`config.mk`:
```
export PLATFORM = sky130hd
export DESIGN_NAME = tcb_sys_top
export DESIGN_NICKNAME = d
export VERILOG_FILES = /design/src/tcb_pkg.sv /design/src/tcb_lib_endianness.sv /design/src/tcb_lib_misalign_guard.sv /design/src/tcb_mem.sv /design/src/tcb_sys_top.sv
export SDC_FILE = /design/constraint.sdc
export NUM_CORES = 2
export LEC_CHECK = 0
export BUFFER_PORTS_ARGS = -buffer_cell sky130_fd_sc_hd__buf_2
export CORE_MARGIN = 5
export CORE_UTILIZATION = 57
export CTS_CLUSTER_SIZE = 28
export DETAILED_ROUTE_END_ITERATION = 8
export GPL_TIMING_DRIVEN = 0
export PLACE_DENSITY = 0.73
export SETUP_SLACK_MARGIN = 0.05
export SKIP_LAST_GASP = 1
export SLEW_MARGIN = 20
export SYNTH_ARGS = -nofsm -noshare
export SYNTH_HDL_FRONTEND = slang
export SYNTH_HIERARCHICAL = 1
export SYNTH_SLANG_ARGS = --single-unit
```
`constraint.sdc`:
```
create_clock -name clk -period 8 [get_ports clk]
set_clock_uncertainty 0.05 [all_clocks]
set_input_delay 0.4 -clock clk [delete_from_list [all_inputs] [get_ports clk]]
set_output_delay 0.4 -clock clk [all_outputs]
set_load 0.1 [all_outputs]
```
`src/tcb_pkg.sv`:
```
// shared definitions for the tightly coupled bus subsystem
//   bus widths and the default response delay
//   manager side byte order enum
//   data word union, seen as a whole word or as byte lanes
//   reference mode and memory mode request structs
//   response struct

package tcb_pkg;

  ////////////////////////////////////////
  // bus geometry
  ////////////////////////////////////////

  // address width in bits
  localparam int unsigned TCB_ABW = 16;
  // data width in bits
  localparam int unsigned TCB_DBW = 32;
  // byte lane count
  localparam int unsigned TCB_BEW = TCB_DBW / 8;

  // response delay in clock cycles, transfer edge to valid response
  localparam int unsigned TCB_DLY = 2;

  ////////////////////////////////////////
  // byte order
  ////////////////////////////////////////

  // descending means lane 0 holds the least significant byte
  typedef enum logic {
    TCB_DESCENDING = 1'b0,
    TCB_ASCENDING  = 1'b1
  } tcb_ord_t;

  ////////////////////////////////////////
  // data word
  ////////////////////////////////////////

  // same 32 bits, either as a plain word or as byte lanes
  typedef union packed {
    logic [TCB_DBW-1:0]         wrd;
    logic [TCB_BEW-1:0][8-1:0]  lane;
  } tcb_data_t;

  ////////////////////////////////////////
  // requests and response
  ////////////////////////////////////////

  // reference mode, data at the low bytes, size as log2 of byte count
  typedef struct packed {
    logic               wen;  // write enable
    logic               ndn;  // big endian when set
    logic [2-1:0]       siz;  // log2 of byte count
    logic [TCB_ABW-1:0] adr;  // byte address
    tcb_data_t          wdt;  // write data
  } tcb_ref_req_t;

  // memory mode, data on the lanes chosen by the address
  typedef struct packed {
    logic               wen;  // write enable
    logic [TCB_ABW-1:0] adr;  // byte address
    tcb_data_t          wdt;  // write data, lane steered
    logic [TCB_BEW-1:0] ben;  // byte enables
  } tcb_mem_req_t;

  // response, valid DLY cycles after the transfer edge
  typedef struct packed {
    tcb_data_t          rdt;  // read data
    logic               err;  // misaligned or out of range
  } tcb_rsp_t;

endpackage

```
`src/tcb_lib_endianness.sv`:
```
// reference mode to memory mode bus converter
//   misalignment flag from size and low address bits
//   write data lane steering, little or big endian
//   byte enable generation
//   read data return steering with zero fill of unused bytes
//   DLY deep pipeline of the request fields the return path needs

`timescale 1ns/1ps

module tcb_lib_endianness #(
  parameter int unsigned       DLY = tcb_pkg::TCB_DLY,
  parameter tcb_pkg::tcb_ord_t ORD = tcb_pkg::TCB_DESCENDING
)(
  input  logic                  clk,
  input  logic                  rst_n,
  // subordinate side in reference mode
  input  logic                  sub_vld,
  input  tcb_pkg::tcb_ref_req_t sub_req,
  output logic                  sub_rdy,
  output tcb_pkg::tcb_rsp_t     sub_rsp,
  // manager side in memory mode
  output logic                  man_vld,
  output tcb_pkg::tcb_mem_req_t man_req,
  input  logic                  man_rdy,
  input  tcb_pkg::tcb_rsp_t     man_rsp,
  // misaligned access
  output logic                  mal
);

  import tcb_pkg::*;

  // lane offset width
  localparam int unsigned OFW = $clog2(TCB_BEW);

  // request fields kept for the return path
  typedef struct packed {
    logic           ndn;
    logic [2-1:0]   siz;
    logic [OFW-1:0] off;
  } ret_t;

  // byte count from log2 size and capped at the bus width
  function automatic logic [OFW:0] byte_cnt(input logic [2-1:0] siz);
    logic [OFW:0] cnt;
    if (siz >= 2'(OFW)) begin
      cnt = (OFW+1)'(TCB_BEW);
    end else begin
      cnt = (OFW+1)'(1) << siz;
    end
    return cnt;
  endfunction

  ////////////////////////////////////////
  // handshake
  ////////////////////////////////////////

  assign man_vld = sub_vld;
  assign sub_rdy = man_rdy;

  ////////////////////////////////////////
  // misalignment
  ////////////////////////////////////////

  // any of the low siz address bits set
  always_comb begin
    case (sub_req.siz)
      2'd0:    mal = 1'b0;
      2'd1:    mal = sub_req.adr[0];
      2'd2:    mal = |sub_req.adr[1:0];
      default: mal = |sub_req.adr[2:0];
    endcase
  end

  ////////////////////////////////////////
  // write steering
  ////////////////////////////////////////

  logic [OFW-1:0] req_off;
  logic [OFW:0]   req_cnt;
  // request byte that lands on each logical lane
  logic [OFW-1:0] sel_wdt [TCB_BEW];
  // logical lanes that take part in the access
  logic           lane_use [TCB_BEW];

  assign req_off = sub_req.adr[OFW-1:0];
  assign req_cnt = byte_cnt(sub_req.siz);

  always_comb begin
    for (int unsigned i = 0; i < TCB_BEW; i++) begin
      // little endian puts byte k on lane off+k and so k = i-off
      // big endian puts byte k on lane off+cnt-1-k
      if (sub_req.ndn) begin
        sel_wdt[i] = OFW'(req_off + req_cnt[OFW-1:0] - OFW'(1) - OFW'(i));
      end else begin
        sel_wdt[i] = OFW'(OFW'(i) - req_off);
      end
      // used lanes are the same set for both orders
      lane_use[i] = ({1'b0, OFW'(OFW'(i) - req_off)} < req_cnt);
    end
  end

  // logical to physical lane mapping reversed for ascending order
  always_comb begin
    man_req     = '0;
    man_req.wen = sub_req.wen;
    // memory ignores the low address bits
    man_req.adr = sub_req.adr;
    for (int unsigned i = 0; i < TCB_BEW; i++) begin
      if (ORD == TCB_ASCENDING) begin
        man_req.wdt.lane[TCB_BEW-1-i] = sub_req.wdt.lane[sel_wdt[i]];
        man_req.ben[TCB_BEW-1-i]      = lane_use[i];
      end else begin
        man_req.wdt.lane[i] = sub_req.wdt.lane[sel_wdt[i]];
        man_req.ben[i]      = lane_use[i];
      end
    end
  end

  ////////////////////////////////////////
  // return path
  ////////////////////////////////////////

  // one stage per cycle of response delay
  ret_t ret_dly [DLY];

  always_ff @(posedge clk or negedge rst_n) begin
    if (!rst_n) begin
      for (int unsigned i = 0; i < DLY; i++) begin
        ret_dly[i] <= '0;
      end
    end else begin
      ret_dly[0] <= '{ndn: sub_req.ndn, siz: sub_req.siz, off: req_off};
      for (int unsigned i = 1; i < DLY; i++) begin
        ret_dly[i] <= ret_dly[i-1];
      end
    end
  end

  logic [OFW:0]   ret_cnt;
  logic [OFW-1:0] sel_rdt [TCB_BEW];

  assign ret_cnt = byte_cnt(ret_dly[DLY-1].siz);

  // inverse of the write mapping gives request byte k from a logical lane
  always_comb begin
    for (int unsigned k = 0; k < TCB_BEW; k++) begin
      if (ret_dly[DLY-1].ndn) begin
        sel_rdt[k] = OFW'(ret_dly[DLY-1].off + ret_cnt[OFW-1:0] - OFW'(1) - OFW'(k));
      end else begin
        sel_rdt[k] = OFW'(ret_dly[DLY-1].off + OFW'(k));
      end
    end
  end

  always_comb begin
    sub_rsp.err = man_rsp.err;
    for (int unsigned k = 0; k < TCB_BEW; k++) begin
      // bytes above the access size read as zero
      if ((OFW+1)'(k) >= ret_cnt) begin
        sub_rsp.rdt.lane[k] = '0;
      end else if (ORD == TCB_ASCENDING) begin
        sub_rsp.rdt.lane[k] = man_rsp.rdt.lane[~sel_rdt[k]];
      end else begin
        sub_rsp.rdt.lane[k] = man_rsp.rdt.lane[sel_rdt[k]];
      end
    end
  end

endmodule

```
`src/tcb_lib_misalign_guard.sv`:
```
// misaligned access guard between converter and memory
//   drops the memory side valid for misaligned requests
//   tracks blocked transfers through a DLY stage shift
//   replaces the memory response with an error when one is due

`timescale 1ns/1ps

module tcb_lib_misalign_guard #(
  parameter int unsigned DLY = tcb_pkg::TCB_DLY
)(
  input  logic                  clk,
  input  logic                  rst_n,
  // converter side
  input  logic                  sub_vld,
  input  tcb_pkg::tcb_mem_req_t sub_req,
  output logic                  sub_rdy,
  output tcb_pkg::tcb_rsp_t     sub_rsp,
  input  logic                  mal,
  // memory side
  output logic                  man_vld,
  output tcb_pkg::tcb_mem_req_t man_req,
  input  logic                  man_rdy,
  input  tcb_pkg::tcb_rsp_t     man_rsp
);

  ////////////////////////////////////////
  // request path
  ////////////////////////////////////////

  // misaligned requests never reach memory
  assign man_vld = sub_vld & ~mal;
  assign man_req = sub_req;

  // guard itself never stalls, follow the memory
  assign sub_rdy = man_rdy;

  ////////////////////////////////////////
  // blocked transfer tracking
  ////////////////////////////////////////

  logic blk;
  logic blk_dly [DLY];

  // transfer happened but was held back
  assign blk = sub_vld & sub_rdy & mal;

  always_ff @(posedge clk or negedge rst_n) begin
    if (!rst_n) begin
      for (int unsigned i = 0; i < DLY; i++) blk_dly[i] <= 1'b0;
    end else begin
      blk_dly[0] <= blk;
      for (int unsigned i = 1; i < DLY; i++) blk_dly[i] <= blk_dly[i-1];
    end
  end

  ////////////////////////////////////////
  // response path
  ////////////////////////////////////////

  // error with empty data in the slot of a blocked transfer
  always_comb begin
    if (blk_dly[DLY-1]) begin
      sub_rsp.rdt.wrd = '0;
      sub_rsp.err     = 1'b1;
    end else begin
      sub_rsp = man_rsp;
    end
  end

endmodule

```
`src/tcb_mem.sv`:
```
// memory subordinate for the memory mode bus
//   word array indexed by the word address
//   byte enabled writes
//   range check, out of range accesses set err
//   DLY stage response pipeline
//   rdy register, high from the first cycle after reset

`timescale 1ns/1ps

module tcb_mem #(
  parameter int unsigned DLY   = tcb_pkg::TCB_DLY,
  parameter int unsigned DEPTH = 64
)(
  input  logic                  clk,
  input  logic                  rst_n,
  input  logic                  vld,
  input  tcb_pkg::tcb_mem_req_t req,
  output logic                  rdy,
  output tcb_pkg::tcb_rsp_t     rsp
);

  import tcb_pkg::*;

  // lane offset width and word address width
  localparam int unsigned OFW = $clog2(TCB_BEW);
  localparam int unsigned WAW = TCB_ABW - OFW;
  // array index width
  localparam int unsigned IDW = (DEPTH > 1) ? $clog2(DEPTH) : 1;

  ////////////////////////////////////////
  // address decode
  ////////////////////////////////////////

  logic           trn;
  logic [WAW-1:0] wadr;
  logic [IDW-1:0] idx;
  logic           oor;

  assign trn  = vld & rdy;
  // low address bits select lanes only
  assign wadr = req.adr[TCB_ABW-1:OFW];
  assign idx  = wadr[IDW-1:0];
  // word address at or above DEPTH
  assign oor  = (32'(wadr) >= 32'(DEPTH));

  ////////////////////////////////////////
  // handshake
  ////////////////////////////////////////

  // never stalls once out of reset
  always_ff @(posedge clk or negedge rst_n) begin
    if (!rst_n) begin
      rdy <= 1'b0;
    end else begin
      rdy <= 1'b1;
    end
  end

  ////////////////////////////////////////
  // storage
  ////////////////////////////////////////

  tcb_data_t mem [DEPTH];

  // byte enabled write, out of range writes are dropped
  always_ff @(posedge clk) begin
    if (trn & req.wen & ~oor) begin
      for (int unsigned i = 0; i < TCB_BEW; i++) begin
        if (req.ben[i]) mem[idx].lane[i] <= req.wdt.lane[i];
      end
    end
  end

  ////////////////////////////////////////
  // response pipeline
  ////////////////////////////////////////

  tcb_rsp_t rsp_dly [DLY];

  always_ff @(posedge clk) begin
    // first stage, read data only for an in range read
    if (trn & ~req.wen & ~oor) begin
      rsp_dly[0].rdt <= mem[idx];
    end else begin
      rsp_dly[0].rdt.wrd <= '0;
    end
    rsp_dly[0].err <= trn & oor;
    // remaining stages just shift
    for (int unsigned i = 1; i < DLY; i++) rsp_dly[i] <= rsp_dly[i-1];
  end

  // last stage lines up with the transfer DLY cycles back
  assign rsp = rsp_dly[DLY-1];

endmodule

```
`src/tcb_sys_top.sv`:
```
// bus subsystem top level
//   reference to memory mode converter
//   misaligned access guard
//   memory subordinate

`timescale 1ns/1ps

module tcb_sys_top #(
  parameter int unsigned       DLY   = tcb_pkg::TCB_DLY,
  parameter tcb_pkg::tcb_ord_t ORD   = tcb_pkg::TCB_DESCENDING,
  parameter int unsigned       DEPTH = 64
)(
  input  logic                  clk,
  input  logic                  rst_n,
  // manager connects here, reference mode
  input  logic                  sub_vld,
  input  tcb_pkg::tcb_ref_req_t sub_req,
  output logic                  sub_rdy,
  output tcb_pkg::tcb_rsp_t     sub_rsp
);

  import tcb_pkg::*;

  ////////////////////////////////////////
  // converter to guard
  ////////////////////////////////////////

  logic         cnv_vld;
  tcb_mem_req_t cnv_req;
  logic         cnv_rdy;
  tcb_rsp_t     cnv_rsp;
  logic         cnv_mal;

  // guard to memory
  logic         mem_vld;
  tcb_mem_req_t mem_req;
  logic         mem_rdy;
  tcb_rsp_t     mem_rsp;

  ////////////////////////////////////////
  // instances
  ////////////////////////////////////////

  tcb_lib_endianness #(
    .DLY (DLY),
    .ORD (ORD)
  ) u_endianness (
    .clk     (clk),
    .rst_n   (rst_n),
    .sub_vld (sub_vld),
    .sub_req (sub_req),
    .sub_rdy (sub_rdy),
    .sub_rsp (sub_rsp),
    .man_vld (cnv_vld),
    .man_req (cnv_req),
    .man_rdy (cnv_rdy),
    .man_rsp (cnv_rsp),
    .mal     (cnv_mal)
  );

  tcb_lib_misalign_guard #(
    .DLY (DLY)
  ) u_guard (
    .clk     (clk),
    .rst_n   (rst_n),
    .sub_vld (cnv_vld),
    .sub_req (cnv_req),
    .sub_rdy (cnv_rdy),
    .sub_rsp (cnv_rsp),
    .mal     (cnv_mal),
    .man_vld (mem_vld),
    .man_req (mem_req),
    .man_rdy (mem_rdy),
    .man_rsp (mem_rsp)
  );

  tcb_mem #(
    .DLY   (DLY),
    .DEPTH (DEPTH)
  ) u_mem (
    .clk   (clk),
    .rst_n (rst_n),
    .vld   (mem_vld),
    .req   (mem_req),
    .rdy   (mem_rdy),
    .rsp   (mem_rsp)
  );

endmodule

```
### Word-level counts from Yosys, hierarchy flattened

Memories as Yosys holds them, arrays and structs flattened.
Cells that the tools add are included.
Widths: inputs -> output; s select.

* logic and storage cells: 115
* memory bits (writable): 2114
* flip-flop bits (word level): 13
* memories: 2
* output and inout port bits: 34
* input port bits: 55

Memory list
* u_mem.mem: depth 64, width 32, read ports 1, clocked after memory_dff 0, write ports 1, RTL line tcb_mem.sv:63 `tcb_data_t mem [DEPTH];`
* u_mem.rsp_dly: depth 2, width 33, read ports 2, clocked after memory_dff 0, write ports 2, RTL line tcb_mem.sv:78 `tcb_rsp_t rsp_dly [DLY];`

* reductions and logical operators: 3
* add/sub/neg operators: 17
* equal/unequal tests: 2
* mux-type cells: 48
* order comparisons: 19
* bitwise logic cells: 13
* shifts and indexed selects: 2

Operators by type and width (number)
* $bmux 8 s2: 8
* $mux 8: 12
* $mux 33: 1
* $mux 32: 1
* $lt 2x3->1 const B: 8
* $mux 2: 8
* $mux 1: 15
* $ge 14x7->1 const B: 1
* $lt 2x3->1: 4
* $and 1x1->1: 9
* $sub 2x1->2 const B: 4
* $sub 2x2->2 const B: 4
* $ge 1x3->1 const A: 2
* $ge 2x3->1 const A: 2
* $mux 3: 2
* $shl 1x2->3 const A: 2
* $add 2x2->2: 2
* $add 2x2->2 const B: 2
* $ge 2x2->1 const B: 2
* $sub 1x2->2 const A: 2
* $sub 2x2->2 const A: 2
* $not 1->1: 3
* $pmux 1 s3: 1
* $reduce_or 3->1: 1
* 6 further kinds: 6

### Depth between registers and ports, before layout

* depth after elaboration: 10
* depth in mapped cells: 12
* mapped depth without buffers: 9

### By module

The synthesis kept the hierarchy.

By module, submodules not included
* tcb_mem: cells an instance 4606, area an instance 79912.9 µm², instances 1
* tcb_lib_endianness: cells an instance 301, area an instance 2382.3 µm², instances 1
* tcb_lib_misalign_guard: cells an instance 94, area an instance 695.7 µm², instances 1

### Worst setup path before layout

Ideal clock, no wire load.

* path type: register to output
* start point: register u_endianness/ret_dly[3] (netlist name)
* end point: output port sub_rsp[15] (netlist name)
* arrival time: 4296 ps
* slack: 3254 ps
* cell stages (with the launch flop): 10
* path buffers: 1
* data required time: 7550 ps
* path through: dfrtp_1 nor2_1 inv_1 ha_1 xnor2_1 xnor3_1 a21oi_2 buf_4 nor2_1 a211oi_1

RTL lines
* start, declared: RTL line tcb_lib_endianness.sv:124 `ret_t ret_dly [DLY];`
* start signal, assigned by index: RTL line tcb_lib_endianness.sv:134 `ret_dly[i] <= ret_dly[i-1];`
* end, declared: RTL line tcb_sys_top.sv:19 `output tcb_pkg::tcb_rsp_t sub_rsp`

==> results.cfg <==
[status]
outcome = finished, final reports clean

[floorplan]
die_x_um = 391.5
dieArea_um2 = 153300
coreArea_um2 = 145200
io-pin-count = 89
start_util = 0.5713
die_y_um = 391.5
rows = 140

[drt]
drtIter0Drc = 6977
drc = 0
avgViaCountPerCell = 6.816
vias = 50380
detail_route.wl_per_cell_um = 33.38
drt_pass1_iterations = 7
drt-total-wl_mm = 246.7
postRouteAntennaNets = 0

[power]
p_switching_w = 0.005548
power_frac_comb = 0.081
vdd_drop_max_v = 0.0003216
p_clk_frac = 0.391
p_leak_nw = 30.23
p_int_w = 0.01853
powerDensity_nw_per_um2 = 260.5
seqPwrFrac = 0.528
p_total_w = 0.02408
switching_share = 0.2304

[synth]
synth_cells = 4997
syn_avg_cell_area_um2 = 16.60
synth_area_um2 = 82960
synth_warnings = 6
synth_nets = 5061

[place]
place.gp.congestion = 0.9544
dp_hpwl_mm = 164.7
io_buffers = 73
place_ws_ns = 2.979

[setup_path]
path_cells = nor2_1 -> inv_1 -> ha_1 -> xnor2_1 -> xnor3_1 -> a21oi_2 -> buf_4 -> buf_2 -> nand3_1 -> o31ai_1 -> buf_2
critPathCaptureType = primary output
worstPathRequired_ns = 7.55
worstPathArrival_ns = 4.18
worstPathMaxFanout = 10
cpPeakStageDelay_ns = 0.50
critPathKind = reg -> out
crit_slowest_cell = nor2_1
cpMostUsedCell = buf_2
setup.worst_path.start_class = flip-flop

[final_layout]
layout_commonest_cell = edfxtp_1
nNetsFinal = 5348
syn2layout_area_growth_pct = 11.42
drive_above_1_share = 0.1434
final_util = 0.6365
final_cell_mix = edfxtp_1 (2048), nor2_1 (427), mux2i_1 (335)

[timing]
fin_hold_ws_ns = 0.1523
period_share = 0.5784
fmax_mhz = 216.1
tightest_slew_ns = 1.321
setup_viol = 0
layout_setup_ws_ns = 3.373
fin_setup_tns_ns = 0
rsz0062_at_grt = false
timing.final.crit_period_ns = 4.627
slew_headroom = 0.1175
drv_slew = 0
finalHoldViolations = 0

[clocking]
clkTransAtPathRegs_ns = 0.06
cts_tree = built
ctsLongestPathBuffers = 3
cts_inserted_buffers = 200
numClockSinks = 2127
clockRootBuffer = clkbuf_16
cts_setup_buffers = 0
clk_latency_ns = 0.84
htree_levels = 4

[global_routing]
grt_pass1_wl_mm = 342.9
grt_pass1_vias = 48110
antenna_found_initial = 21
grt.total_usage = 0.3183
grt_overflow = 0
grt_start_max_net_pins = 65

[flow_run]
drv_cap = 0

[worst_hold_path]
hp-class = in -> reg
[registers in the layout, indices dropped and copies added (netlist names)]
signal / flops
u_mem/rdy: 1
u_mem/rsp_dly: 66
u_endianness/ret_dly: 10
u_mem/mem: 2048
u_guard/blk_dly: 2
[stage by stage]
| stage | area [um^2] | instances |
|---|---|---|
| finish | 92430 | 7391 |
| global route | 92380 | 7371 |
| floorplan | 82960 | 4997 |
| global placement | 85720 | 6987 |
| CTS | 92380 | 7370 |
| detailed placement | 85750 | 6988 |
[power groups by stage]
stage | Clock [W] | Sequential (W) | Combinational [W]
after detailed placement | 0 | 0.0130 | 0.00189
final | 0.00941 | 0.0127 | 0.00195
after CTS | 0.00948 | 0.0127 | 0.00190
after global routing | 0.00998 | 0.0127 | 0.00201
after floorplan | 0 | 0.0129 | 0.00106
after global placement | 0 | 0.0130 | 0.00184
[final timing paths]
kind / from / endpoint / slack (ns) / cells after the start
max: u_endianness/ret_dly[3] / sub_rsp[31] / 3.37 / 11
min: sub_req[34] / u_guard/blk_dly[1] / 0.15 / 6
max reg2reg: u_mem/rdy / u_mem/mem[27][21] / 4.29 / 5
min reg2reg: u_endianness/ret_dly[7] / u_endianness/ret_dly[2] / 0.27 / 0
max in group asynchronous: rst_n / u_endianness/ret_dly[6] / 6.85 / 3
min in group asynchronous: rst_n / u_endianness/ret_dly[1] / 0.62 / 3
[critical path: cells and delay by family (launching register included)]
kind,cells,cell delay (ns)
and+or+nand+nor,2,0.60
AOI/OAI and AO/OA,2,0.44
xor gates and xnor gates,2,0.49
adders and majority gates,1,0.32
buffers and inverters,4,1.08
DFF,1,0.46
[routing by layer]
metal  global-route usage  wire length, um  up-vias
met5                    0               91        -
li1                     -                -    20550
met2               0.4895           111500     3811
met4               0.1962            18830        8
met3              0.09854            33150      794
met1               0.3989            83110    25210
[cell type report]
class | count | area (um^2)
antenna | 21 | 52.55
buffer | 454 | 2480
clock buffer | 253 | 5359
clock inverter | 118 | 1161
fill | 9909 | 52780
inverter | 12 | 45.04
multi-input combinational | 2404 | 17310
sequential | 2127 | 63150
tap | 1917 | 2399
timing repair buffer | 85 | 486.7
[what timing repair did]
action                    CTS  global route
gates resized for setup     0             0
hold buffers               11             0
hold endpoints to repair   20             0
Power figures use the tool's default switching activity.
